[src/source/mbox_pkg.sv]
package mbox_pkg;

    // FIFO geometry
    localparam int data_width = 32;
    localparam int fifo_depth = 8;
    localparam int addr_width = 3;    // Pointer width, log2 of depth

    // Flag thresholds on the occupancy count
    localparam int afull_level  = 7;
    localparam int aempty_level = 1;

    // AXI4-Lite byte address width
    localparam int axil_addr_width = 4;

    // Register map, byte offsets
    localparam logic [axil_addr_width-1:0] reg_data   = 4'h0; // Write pushes, read pops
    localparam logic [axil_addr_width-1:0] reg_status = 4'h4; // Flags, sticky bits W1C
    localparam logic [axil_addr_width-1:0] reg_count  = 4'h8; // Read only

    // Status word bit positions
    localparam int st_empty     = 0;
    localparam int st_full      = 1;
    localparam int st_aempty    = 2;
    localparam int st_afull     = 3;
    localparam int st_overflow  = 4;  // Sticky
    localparam int st_underflow = 5;  // Sticky

    // Response codes
    localparam logic [1:0] resp_okay   = 2'b00;
    localparam logic [1:0] resp_slverr = 2'b10;

endpackage

[src/source/sync_fifo.sv]
`timescale 1ns/1ps

module sync_fifo (
    input  logic                            clk,
    input  logic                            rst_n,
    input  logic                            push,
    input  logic [mbox_pkg::data_width-1:0] push_data,
    input  logic                            pop,
    output logic [mbox_pkg::data_width-1:0] pop_data,
    output logic [mbox_pkg::addr_width:0]   count,
    output logic                            full,
    output logic                            empty,
    output logic                            almost_full,
    output logic                            almost_empty,
    output logic                            overflow,
    output logic                            underflow
);

    logic [mbox_pkg::addr_width-1:0] wr_ptr;
    logic [mbox_pkg::addr_width-1:0] rd_ptr;
    logic [mbox_pkg::data_width-1:0] mem [mbox_pkg::fifo_depth];

    logic push_ok;
    logic pop_ok;

    // Rejected operations are dropped entirely
    assign push_ok = push && !full;
    assign pop_ok  = pop && !empty;

    // Write pointer, wraps only when it advances
    always_ff @(posedge clk or negedge rst_n) begin
        if (!rst_n) begin
            wr_ptr <= '0;
        end else if (push_ok) begin
            if (wr_ptr == mbox_pkg::fifo_depth - 1)
                wr_ptr <= '0;
            else
                wr_ptr <= wr_ptr + 1'b1;
        end
    end

    always_ff @(posedge clk or negedge rst_n) begin
        if (!rst_n) begin
            rd_ptr <= '0;
        end else if (pop_ok) begin
            if (rd_ptr == mbox_pkg::fifo_depth - 1)
                rd_ptr <= '0;
            else
                rd_ptr <= rd_ptr + 1'b1;
        end
    end

    // Occupancy
    always_ff @(posedge clk or negedge rst_n) begin
        if (!rst_n) begin
            count <= '0;
        end else begin
            case ({push_ok, pop_ok})
                2'b10:   count <= count + 1'b1;
                2'b01:   count <= count - 1'b1;
                default: count <= count;     // Idle or push and pop together
            endcase
        end
    end

    always_ff @(posedge clk) begin
        if (push_ok)
            mem[wr_ptr] <= push_data;
    end

    // Registered read port
    always_ff @(posedge clk) begin
        if (pop_ok)
            pop_data <= mem[rd_ptr];
        else if (pop)
            pop_data <= '0;                  // Pop on empty reads zero
    end

    assign full         = (count == mbox_pkg::fifo_depth);
    assign empty        = (count == 0);
    assign almost_full  = (count >= mbox_pkg::afull_level);
    assign almost_empty = (count <= mbox_pkg::aempty_level);

    // One-cycle error pulses
    always_ff @(posedge clk or negedge rst_n) begin
        if (!rst_n) begin
            overflow  <= 1'b0;
            underflow <= 1'b0;
        end else begin
            overflow  <= push && full;
            underflow <= pop && empty;
        end
    end

    a_count_bound: assert property (
        @(posedge clk) disable iff (!rst_n)
        count <= mbox_pkg::fifo_depth
    ) else $error("FIFO count above depth");

    a_full_empty: assert property (
        @(posedge clk) disable iff (!rst_n)
        !(full && empty)
    ) else $error("FIFO full and empty together");

    // Pointer distance must agree with the count
    a_ptr_range: assert property (
        @(posedge clk) disable iff (!rst_n)
        (wr_ptr < mbox_pkg::fifo_depth) && (rd_ptr < mbox_pkg::fifo_depth) &&
        (((wr_ptr - rd_ptr) & (mbox_pkg::fifo_depth - 1)) ==
         (count & (mbox_pkg::fifo_depth - 1)))
    ) else $error("FIFO pointers out of range or out of step with count");

endmodule

[src/source/mbox_axil_regs.sv]
`timescale 1ns/1ps

module mbox_axil_regs (
    input  logic                                 clk,
    input  logic                                 rst_n,
    input  logic [mbox_pkg::axil_addr_width-1:0] awaddr,
    input  logic                                 awvalid,
    output logic                                 awready,
    input  logic [mbox_pkg::data_width-1:0]      wdata,
    input  logic                                 wvalid,
    output logic                                 wready,
    output logic [1:0]                           bresp,
    output logic                                 bvalid,
    input  logic                                 bready,
    input  logic [mbox_pkg::axil_addr_width-1:0] araddr,
    input  logic                                 arvalid,
    output logic                                 arready,
    output logic [mbox_pkg::data_width-1:0]      rdata,
    output logic [1:0]                           rresp,
    output logic                                 rvalid,
    input  logic                                 rready,
    output logic                                 push,
    output logic [mbox_pkg::data_width-1:0]      push_data,
    output logic                                 pop,
    input  logic [mbox_pkg::data_width-1:0]      pop_data,
    input  logic [mbox_pkg::addr_width:0]        count,
    input  logic                                 full,
    input  logic                                 empty,
    input  logic                                 almost_full,
    input  logic                                 almost_empty,
    input  logic                                 overflow,
    input  logic                                 underflow
);

    logic wr_fire;
    logic wr_is_data;
    logic wr_is_status;
    logic rd_fire;
    logic rd_is_data;
    logic rd_is_status;
    logic rd_is_count;
    logic sticky_ovf;
    logic sticky_unf;
    logic rd_s1;                 // Read accepted last cycle
    logic rd_data_s1;
    logic rd_err_s1;
    logic [mbox_pkg::data_width-1:0] rd_word_s1;
    logic [mbox_pkg::data_width-1:0] status_word;

    // Address and data taken together, one response outstanding
    assign wr_fire = awvalid && wvalid && !bvalid;
    assign awready = wr_fire;
    assign wready  = wr_fire;

    assign wr_is_data   = (awaddr == mbox_pkg::reg_data);
    assign wr_is_status = (awaddr == mbox_pkg::reg_status);

    assign push      = wr_fire && wr_is_data;
    assign push_data = wdata;

    // Next read waits until the previous one has answered
    assign rd_fire = arvalid && !rd_s1 && !rvalid;
    assign arready = rd_fire;

    assign rd_is_data   = (araddr == mbox_pkg::reg_data);
    assign rd_is_status = (araddr == mbox_pkg::reg_status);
    assign rd_is_count  = (araddr == mbox_pkg::reg_count);

    assign pop = rd_fire && rd_is_data;

    always_comb begin
        status_word = '0;
        status_word[mbox_pkg::st_empty]     = empty;
        status_word[mbox_pkg::st_full]      = full;
        status_word[mbox_pkg::st_aempty]    = almost_empty;
        status_word[mbox_pkg::st_afull]     = almost_full;
        status_word[mbox_pkg::st_overflow]  = sticky_ovf;
        status_word[mbox_pkg::st_underflow] = sticky_unf;
    end

    // Sticky errors, a new pulse beats a clear
    always_ff @(posedge clk or negedge rst_n) begin
        if (!rst_n) begin
            sticky_ovf <= 1'b0;
            sticky_unf <= 1'b0;
        end else begin
            if (overflow)
                sticky_ovf <= 1'b1;
            else if (wr_fire && wr_is_status && wdata[mbox_pkg::st_overflow])
                sticky_ovf <= 1'b0;
            if (underflow)
                sticky_unf <= 1'b1;
            else if (wr_fire && wr_is_status && wdata[mbox_pkg::st_underflow])
                sticky_unf <= 1'b0;
        end
    end

    always_ff @(posedge clk or negedge rst_n) begin
        if (!rst_n) begin
            bvalid <= 1'b0;
            rd_s1  <= 1'b0;
            rvalid <= 1'b0;
        end else begin
            if (wr_fire)
                bvalid <= 1'b1;
            else if (bready)
                bvalid <= 1'b0;
            rd_s1 <= rd_fire;
            if (rd_s1)
                rvalid <= 1'b1;
            else if (rready)
                rvalid <= 1'b0;
        end
    end

    // Response payloads
    always_ff @(posedge clk) begin
        if (wr_fire)
            bresp <= (wr_is_data || wr_is_status) ? mbox_pkg::resp_okay
                                                  : mbox_pkg::resp_slverr;
        if (rd_fire) begin
            rd_data_s1 <= rd_is_data;
            rd_err_s1  <= !(rd_is_data || rd_is_status || rd_is_count);
            if (rd_is_status)
                rd_word_s1 <= status_word;
            else if (rd_is_count)
                rd_word_s1 <= mbox_pkg::data_width'(count);
            else
                rd_word_s1 <= '0;
        end
        if (rd_s1) begin
            rdata <= rd_data_s1 ? pop_data : rd_word_s1;   // pop_data settled by now
            rresp <= rd_err_s1 ? mbox_pkg::resp_slverr : mbox_pkg::resp_okay;
        end
    end

    a_bvalid_hold: assert property (
        @(posedge clk) disable iff (!rst_n)
        bvalid && !bready |=> bvalid && $stable(bresp)
    ) else $error("bvalid dropped before handshake");

    a_rvalid_hold: assert property (
        @(posedge clk) disable iff (!rst_n)
        rvalid && !rready |=> rvalid && $stable(rdata) && $stable(rresp)
    ) else $error("rvalid dropped before handshake");

    // A push must belong to a write that answers okay next cycle
    a_push_accepted: assert property (
        @(posedge clk) disable iff (!rst_n)
        push |-> (awvalid && awready && wvalid && wready) ##1
                 (bvalid && bresp == mbox_pkg::resp_okay)
    ) else $error("push outside an accepted write");

    // A pop must belong to a read that answers two cycles later
    a_pop_accepted: assert property (
        @(posedge clk) disable iff (!rst_n)
        pop |-> (arvalid && arready) ##2 rvalid
    ) else $error("pop outside an accepted read");

endmodule

[src/source/mbox_top.sv]
`timescale 1ns/1ps

module mbox_top (
    input  logic                                 clk,
    input  logic                                 rst_n,
    input  logic [mbox_pkg::axil_addr_width-1:0] awaddr,
    input  logic                                 awvalid,
    output logic                                 awready,
    input  logic [mbox_pkg::data_width-1:0]      wdata,
    input  logic                                 wvalid,
    output logic                                 wready,
    output logic [1:0]                           bresp,
    output logic                                 bvalid,
    input  logic                                 bready,
    input  logic [mbox_pkg::axil_addr_width-1:0] araddr,
    input  logic                                 arvalid,
    output logic                                 arready,
    output logic [mbox_pkg::data_width-1:0]      rdata,
    output logic [1:0]                           rresp,
    output logic                                 rvalid,
    input  logic                                 rready
);

    logic                            push;
    logic [mbox_pkg::data_width-1:0] push_data;
    logic                            pop;
    logic [mbox_pkg::data_width-1:0] pop_data;
    logic [mbox_pkg::addr_width:0]   count;
    logic                            full;
    logic                            empty;
    logic                            almost_full;
    logic                            almost_empty;
    logic                            overflow;
    logic                            underflow;

    mbox_axil_regs i_regs (
        .clk, .rst_n,
        .awaddr, .awvalid, .awready, .wdata, .wvalid, .wready,
        .bresp, .bvalid, .bready,
        .araddr, .arvalid, .arready, .rdata, .rresp, .rvalid, .rready,
        .push, .push_data, .pop, .pop_data, .count,
        .full, .empty, .almost_full, .almost_empty, .overflow, .underflow
    );

    sync_fifo i_fifo (
        .clk, .rst_n,
        .push, .push_data, .pop, .pop_data, .count,
        .full, .empty, .almost_full, .almost_empty, .overflow, .underflow
    );

endmodule

[config.mk]
export PLATFORM = sky130hd
export DESIGN_NAME = mbox_top
export DESIGN_NICKNAME = d
export VERILOG_FILES = /design/src/source/mbox_pkg.sv /design/src/source/sync_fifo.sv /design/src/source/mbox_axil_regs.sv /design/src/source/mbox_top.sv
export SDC_FILE = /design/constraint.sdc
export NUM_CORES = 1
export LEC_CHECK = 0
export BUFFER_PORTS_ARGS = -buffer_cell sky130_fd_sc_hd__buf_4
export CAP_MARGIN = 30
export CORE_MARGIN = 10
export CORE_UTILIZATION = 25
export DETAILED_ROUTE_END_ITERATION = 8
export SLEW_MARGIN = 20
export SYNTH_ARGS = -nofsm -noshare
export SYNTH_HDL_FRONTEND = slang
export SYNTH_SLANG_ARGS = --single-unit
[constraint.sdc]
create_clock -name clk -period 5.4 [get_ports clk]
set_input_delay 0.54 -clock clk [delete_from_list [all_inputs] [get_ports clk]]
set_output_delay 0.54 -clock clk [all_outputs]
set_load 0.02 [all_outputs]
==> results.md <==
- Result of the run: finished clean
- Maximum fanout along the worst path: 36
- Width of the chip: between 200 and 300 um
- CTS Sinks: ~350
- Clk pin slew, worst setup/hold paths: ~0.060 ns
- CTS tree: built
- Type of element capturing the critical path: register
- Placed Cells incl. Taps: between 1k and 1.5k
- Die height: ~250 um
- Worst reg2reg setup slack: 2.16 ns
- Setup_tns: 0 ns
- Wire length of the first global-routing pass: approximately 42 mm
- Number of nets in the finished design: between 700 and 800
- Cell area after technology mapping: approximately 0.013 mm^2
- Pins over their slew limit: 0
- Std-Cell Rows: 84
- Class of the most critical hold timing path: input pin to register
- Post-route clock period utilization: 59.92%
- Post-synthesis sequential area ratio: between 70% and 80%
- PwrDens: a little under 400 mW/mm^2
- Post-Syn Area per Cell: 21.40 um^2
- Net Switching: about 1.4 mW
- Hold violation total from the final report: 0
- Starting DRT DRC Count: 435
- Number of maximum-capacitance constraint violations: 0
- Warning count from the yosys run: 0
- Standby leakage power: between 5 and 6 nW
- Post-detailed-route via-to-cell ratio: ~4.2
- Total vias in the final route: approximately 6.1k
- Data arrival time of the worst path: about 3.7 ns
- Worst r2r path cells: 8
- DRC violation count after routing: 0
- Worst Hold Path EP: i_regs.bvalid$_DFFE_PN0P_
- CP Data Required Time: 5.83 ns
- Slew headroom: between 30% and 40%
- Clock latency reported for the late side of the worst-skew pair: around 0.51 ns
- TritonCTS Buffers: 36
- Non-filler instance count after layout: ~1.4k
- Hold Path Cell Cnt: 2
- Final-report setup violation count: 0
- Clock root buffer master: sky130_fd_sc_hd__clkbuf_16
- Number of diodes added for antenna fixing: 0
- Number of global-route vias before repair: about 6.4k
- Tot GR Track Use: 8.770%
- Area growth from synthesis to final layout: 19.74%
- Largest net degree at the start of global routing: 51
- Sw Ratio: between 20% and 30%
- Critical path class: register to register
- Number of buffers inserted by port buffering: 85
- Post-CTS setup repair buffer count: 0
- Clock Tree Buf Depth: 3
- RSZ-0062 raised after global routing: no
- Overflow left after global routing: 0
- Power Internal: between 4 and 5 mW
- Synth Register Bits: approximately 350
- Antenna violations before repair: 2
- Total of fill cells in the finished design: 5069
- Number of routed nets with antenna violations: 0
- Startpoint of the lowest-slack register-to-register path: i_regs.rd_s1$_DFF_PN0_
- Endpoint of the worst register-to-register path: i_fifo.count[3]$_DFFE_PN0P_
- Element type at the critical path start: register
- H-tree depth: 2
- Minimum clock period after layout: 3.236 ns
- Count of unique library cells instantiated by Yosys: 49
- Die footprint: about 0.063 mm^2
- Sequential Power Share: 50.8%
- Clock tree skew after final layout: between 0.01 and 0.015 ns
- Final wirelength: ~28 mm
- FMAX: 309.1 MHz
- Hold Startpoint: bready
- VDD IR-drop max: between 150 and 200 uV
- Gpl congestion: around 0.72
- First-pass detailed-route iteration total: 4
- I/O pin total: between 80 and 90
- Routed wire length per instance: a little under 20 um
- Proportion of layout cells with a drive suffix above 1: between 30% and 40%
- Core Region: approximately 0.053 mm^2
- Starting density of the core: 25.32%
- Combinational Power Share: around 11%
- Pin slew with the least headroom to its limit: 0.9347 ns
- Gate count of the mapped netlist: approximately 620
- Part of the total power dissipated in the clock network: 38.0%
- Placed wire-length estimate after detailed placement: 16.57 mm
## placed cells by master (no fill, tap or decap), types with 3 or more instances in the layout
cell type	n
sky130_fd_sc_hd__mux4_2	62
sky130_fd_sc_hd__o21ai_0	3
sky130_fd_sc_hd__nor2b_1	4
sky130_fd_sc_hd__nor4_4	3
sky130_fd_sc_hd__ha_1	8
sky130_fd_sc_hd__dfrtp_2	3
sky130_fd_sc_hd__nand2_1	6
sky130_fd_sc_hd__edfxtp_1	330
sky130_fd_sc_hd__and2_1	26
sky130_fd_sc_hd__clkinv_1	13
sky130_fd_sc_hd__clkinv_2	3
sky130_fd_sc_hd__mux2_2	6
sky130_fd_sc_hd__nor2_1	40
sky130_fd_sc_hd__a21o_1	3
sky130_fd_sc_hd__clkbuf_16	36
sky130_fd_sc_hd__mux2i_1	33
sky130_fd_sc_hd__bufinv_16	3
sky130_fd_sc_hd__mux2_1	6
sky130_fd_sc_hd__inv_1	7
sky130_fd_sc_hd__buf_4	98
sky130_fd_sc_hd__clkbuf_1	5
sky130_fd_sc_hd__dfrtp_1	13
## synthesized netlist by cell type, drive strengths merged
library cell / n / area share (%)
xnor2: 2 / 0.13
a22oi: 1 / 0.056
nand4b: 2 / 0.13
and3: 2 / 0.094
nor4b: 2 / 0.18
nand3: 3 / 0.15
nor2b: 4 / 0.19
and2: 26 / 1.2
clkbuf: 7 / 0.20
or3b: 1 / 0.066
and4bb: 1 / 0.094
or3: 1 / 0.084
nor2: 41 / 1.2
nor4: 4 / 0.46
inv: 9 / 0.25
nand2: 6 / 0.17
ha: 8 / 0.75
a32oi: 1 / 0.066
a21oi: 1 / 0.066
nand3b: 2 / 0.11
nand4: 2 / 0.094
edfxtp: 330 / 74
nor3: 5 / 0.27
a21boi: 2 / 0.11
mux2i: 33 / 2.5
buf: 21 / 1.3
dfrtp: 17 / 3.2
and3b: 1 / 0.094
mux2: 12 / 1.0
conb: 1 / 0.028
xor2: 2 / 0.13
a21o: 3 / 0.17
nor3b: 1 / 0.094
mux4: 64 / 11
o21ai: 3 / 0.11
o211ai: 1 / 0.056
or4b: 1 / 0.075
## final cells by class
cell class | instances | area, um^2 | area share [%]
Clock inverter | 22 | 186.4 | 1.168
Clock buffer | 41 | 919.6 | 5.761
Sequential cell | 347 | 10340 | 64.79
Multi-Input combinational cell | 240 | 2820 | 17.67
Timing Repair Buffer | 101 | 800.8 | 5.016
Tap cell | 688 | 860.8 | 5.392
Inverter | 9 | 33.78 | 0.2116
## per-layer routing
layer	wire length (um)	share of wire, %	up-vias	GRT usage (%)
li1	-	-	2728	-
met2	13700	48	139	14.24
met4	443	1.6	4	2.134
met1	12550	44	3195	11.52
met5	23	0.081	-	0
met3	1599	5.6	39	2.243
## timing repair
item,4_1_cts,5_1_grt
hold buffers,1,0
resized for setup,0,0
hold endpoints to repair,17,0
## registers in the layout, summed over array words and instances, names as in the netlist
register,count
i_fifo.mem,256
i_fifo.pop_data,32
i_regs.rdata,32
i_regs.rd_word_s1,6
i_fifo.count,4
i_fifo.rd_ptr,3
i_fifo.wr_ptr,3
i_fifo.overflow,1
i_fifo.underflow,1
i_regs.bresp,1
i_regs.bvalid,1
i_regs.rd_data_s1,1
i_regs.rd_err_s1,1
i_regs.rd_s1,1
i_regs.rresp,1
i_regs.rvalid,1
i_regs.sticky_ovf,1
i_regs.sticky_unf,1
## metrics by stage
stage / hold slack [ns] / worst slack, ns / area [um^2] / power (mW) / utilization [%]
2_1_floorplan: 0.2444 / 0.3006 / 13340 / 3.682 / -
3_3_place_gp: 0.4033 / 2.272 / 14790 / 3.854 / 28.09
3_5_place_dp: 0.4250 / 2.079 / 14820 / 3.873 / 28.15
4_1_cts: 0.2353 / 2.098 / 15940 / 6.224 / 30.27
5_1_grt: 0.2416 / 1.951 / 15960 / 6.417 / 30.32
6_report: 0.2383 / 2.164 / 15960 / 6.157 / 30.32
## worst max-delay path: stages (launching register included)
cell and delay, ns:
sky130_fd_sc_hd__dfrtp_2 0.71, sky130_fd_sc_hd__nor3b_2 0.89, sky130_fd_sc_hd__nand3_2 0.12, sky130_fd_sc_hd__buf_4 0.35, sky130_fd_sc_hd__inv_2 0.09, sky130_fd_sc_hd__ha_1 0.22, sky130_fd_sc_hd__or4b_1 0.46, sky130_fd_sc_hd__a21oi_2 0.16
sky130_fd_sc_hd__xor2_1 0.14
## kinds of logic (layout without fill, tap and decap cells)
kind of cell / count (synthesis) / count (layout) / share of synthesized area [%]
compound gates: 12 / 12 / 0.6381
xor+xnor: 4 / 4 / 0.2628
fa+ha+maj: 8 / 8 / 0.7508
buf+inv: 37 / 173 / 1.717
flops: 347 / 347 / 77.52
mux: 109 / 109 / 14.36
other cells: 1 / 2 / 0.02813
simple gates: 105 / 105 / 4.730
## power by group through the flow
stage | Clock [mW] | Sequential (mW) | Combinational, mW
4_1_cts | 2.40 | 3.19 | 0.635
3_5_place_dp | 0 | 3.24 | 0.631
2_1_floorplan | 0 | 3.15 | 0.532
3_3_place_gp | 0 | 3.24 | 0.613
6_report | 2.34 | 3.13 | 0.688
5_1_grt | 2.52 | 3.14 | 0.752
## how the worst max path moves through the flow
stage                                       end  depth (start not counted)                       from
floorplan            i_fifo.mem[5][0]$_DFFE_PP_                          4  i_regs.bvalid$_DFFE_PN0P_
global placement    i_fifo.count[3]$_DFFE_PN0P_                          8     i_regs.rd_s1$_DFF_PN0_
detailed placement  i_fifo.count[3]$_DFFE_PN0P_                          8     i_regs.rd_s1$_DFF_PN0_
CTS                 i_fifo.count[3]$_DFFE_PN0P_                          8     i_regs.rd_s1$_DFF_PN0_
global route        i_fifo.count[3]$_DFFE_PN0P_                          8     i_regs.rd_s1$_DFF_PN0_
finish              i_fifo.count[3]$_DFFE_PN0P_                          8     i_regs.rd_s1$_DFF_PN0_
(Power assumes the default switching activity.)
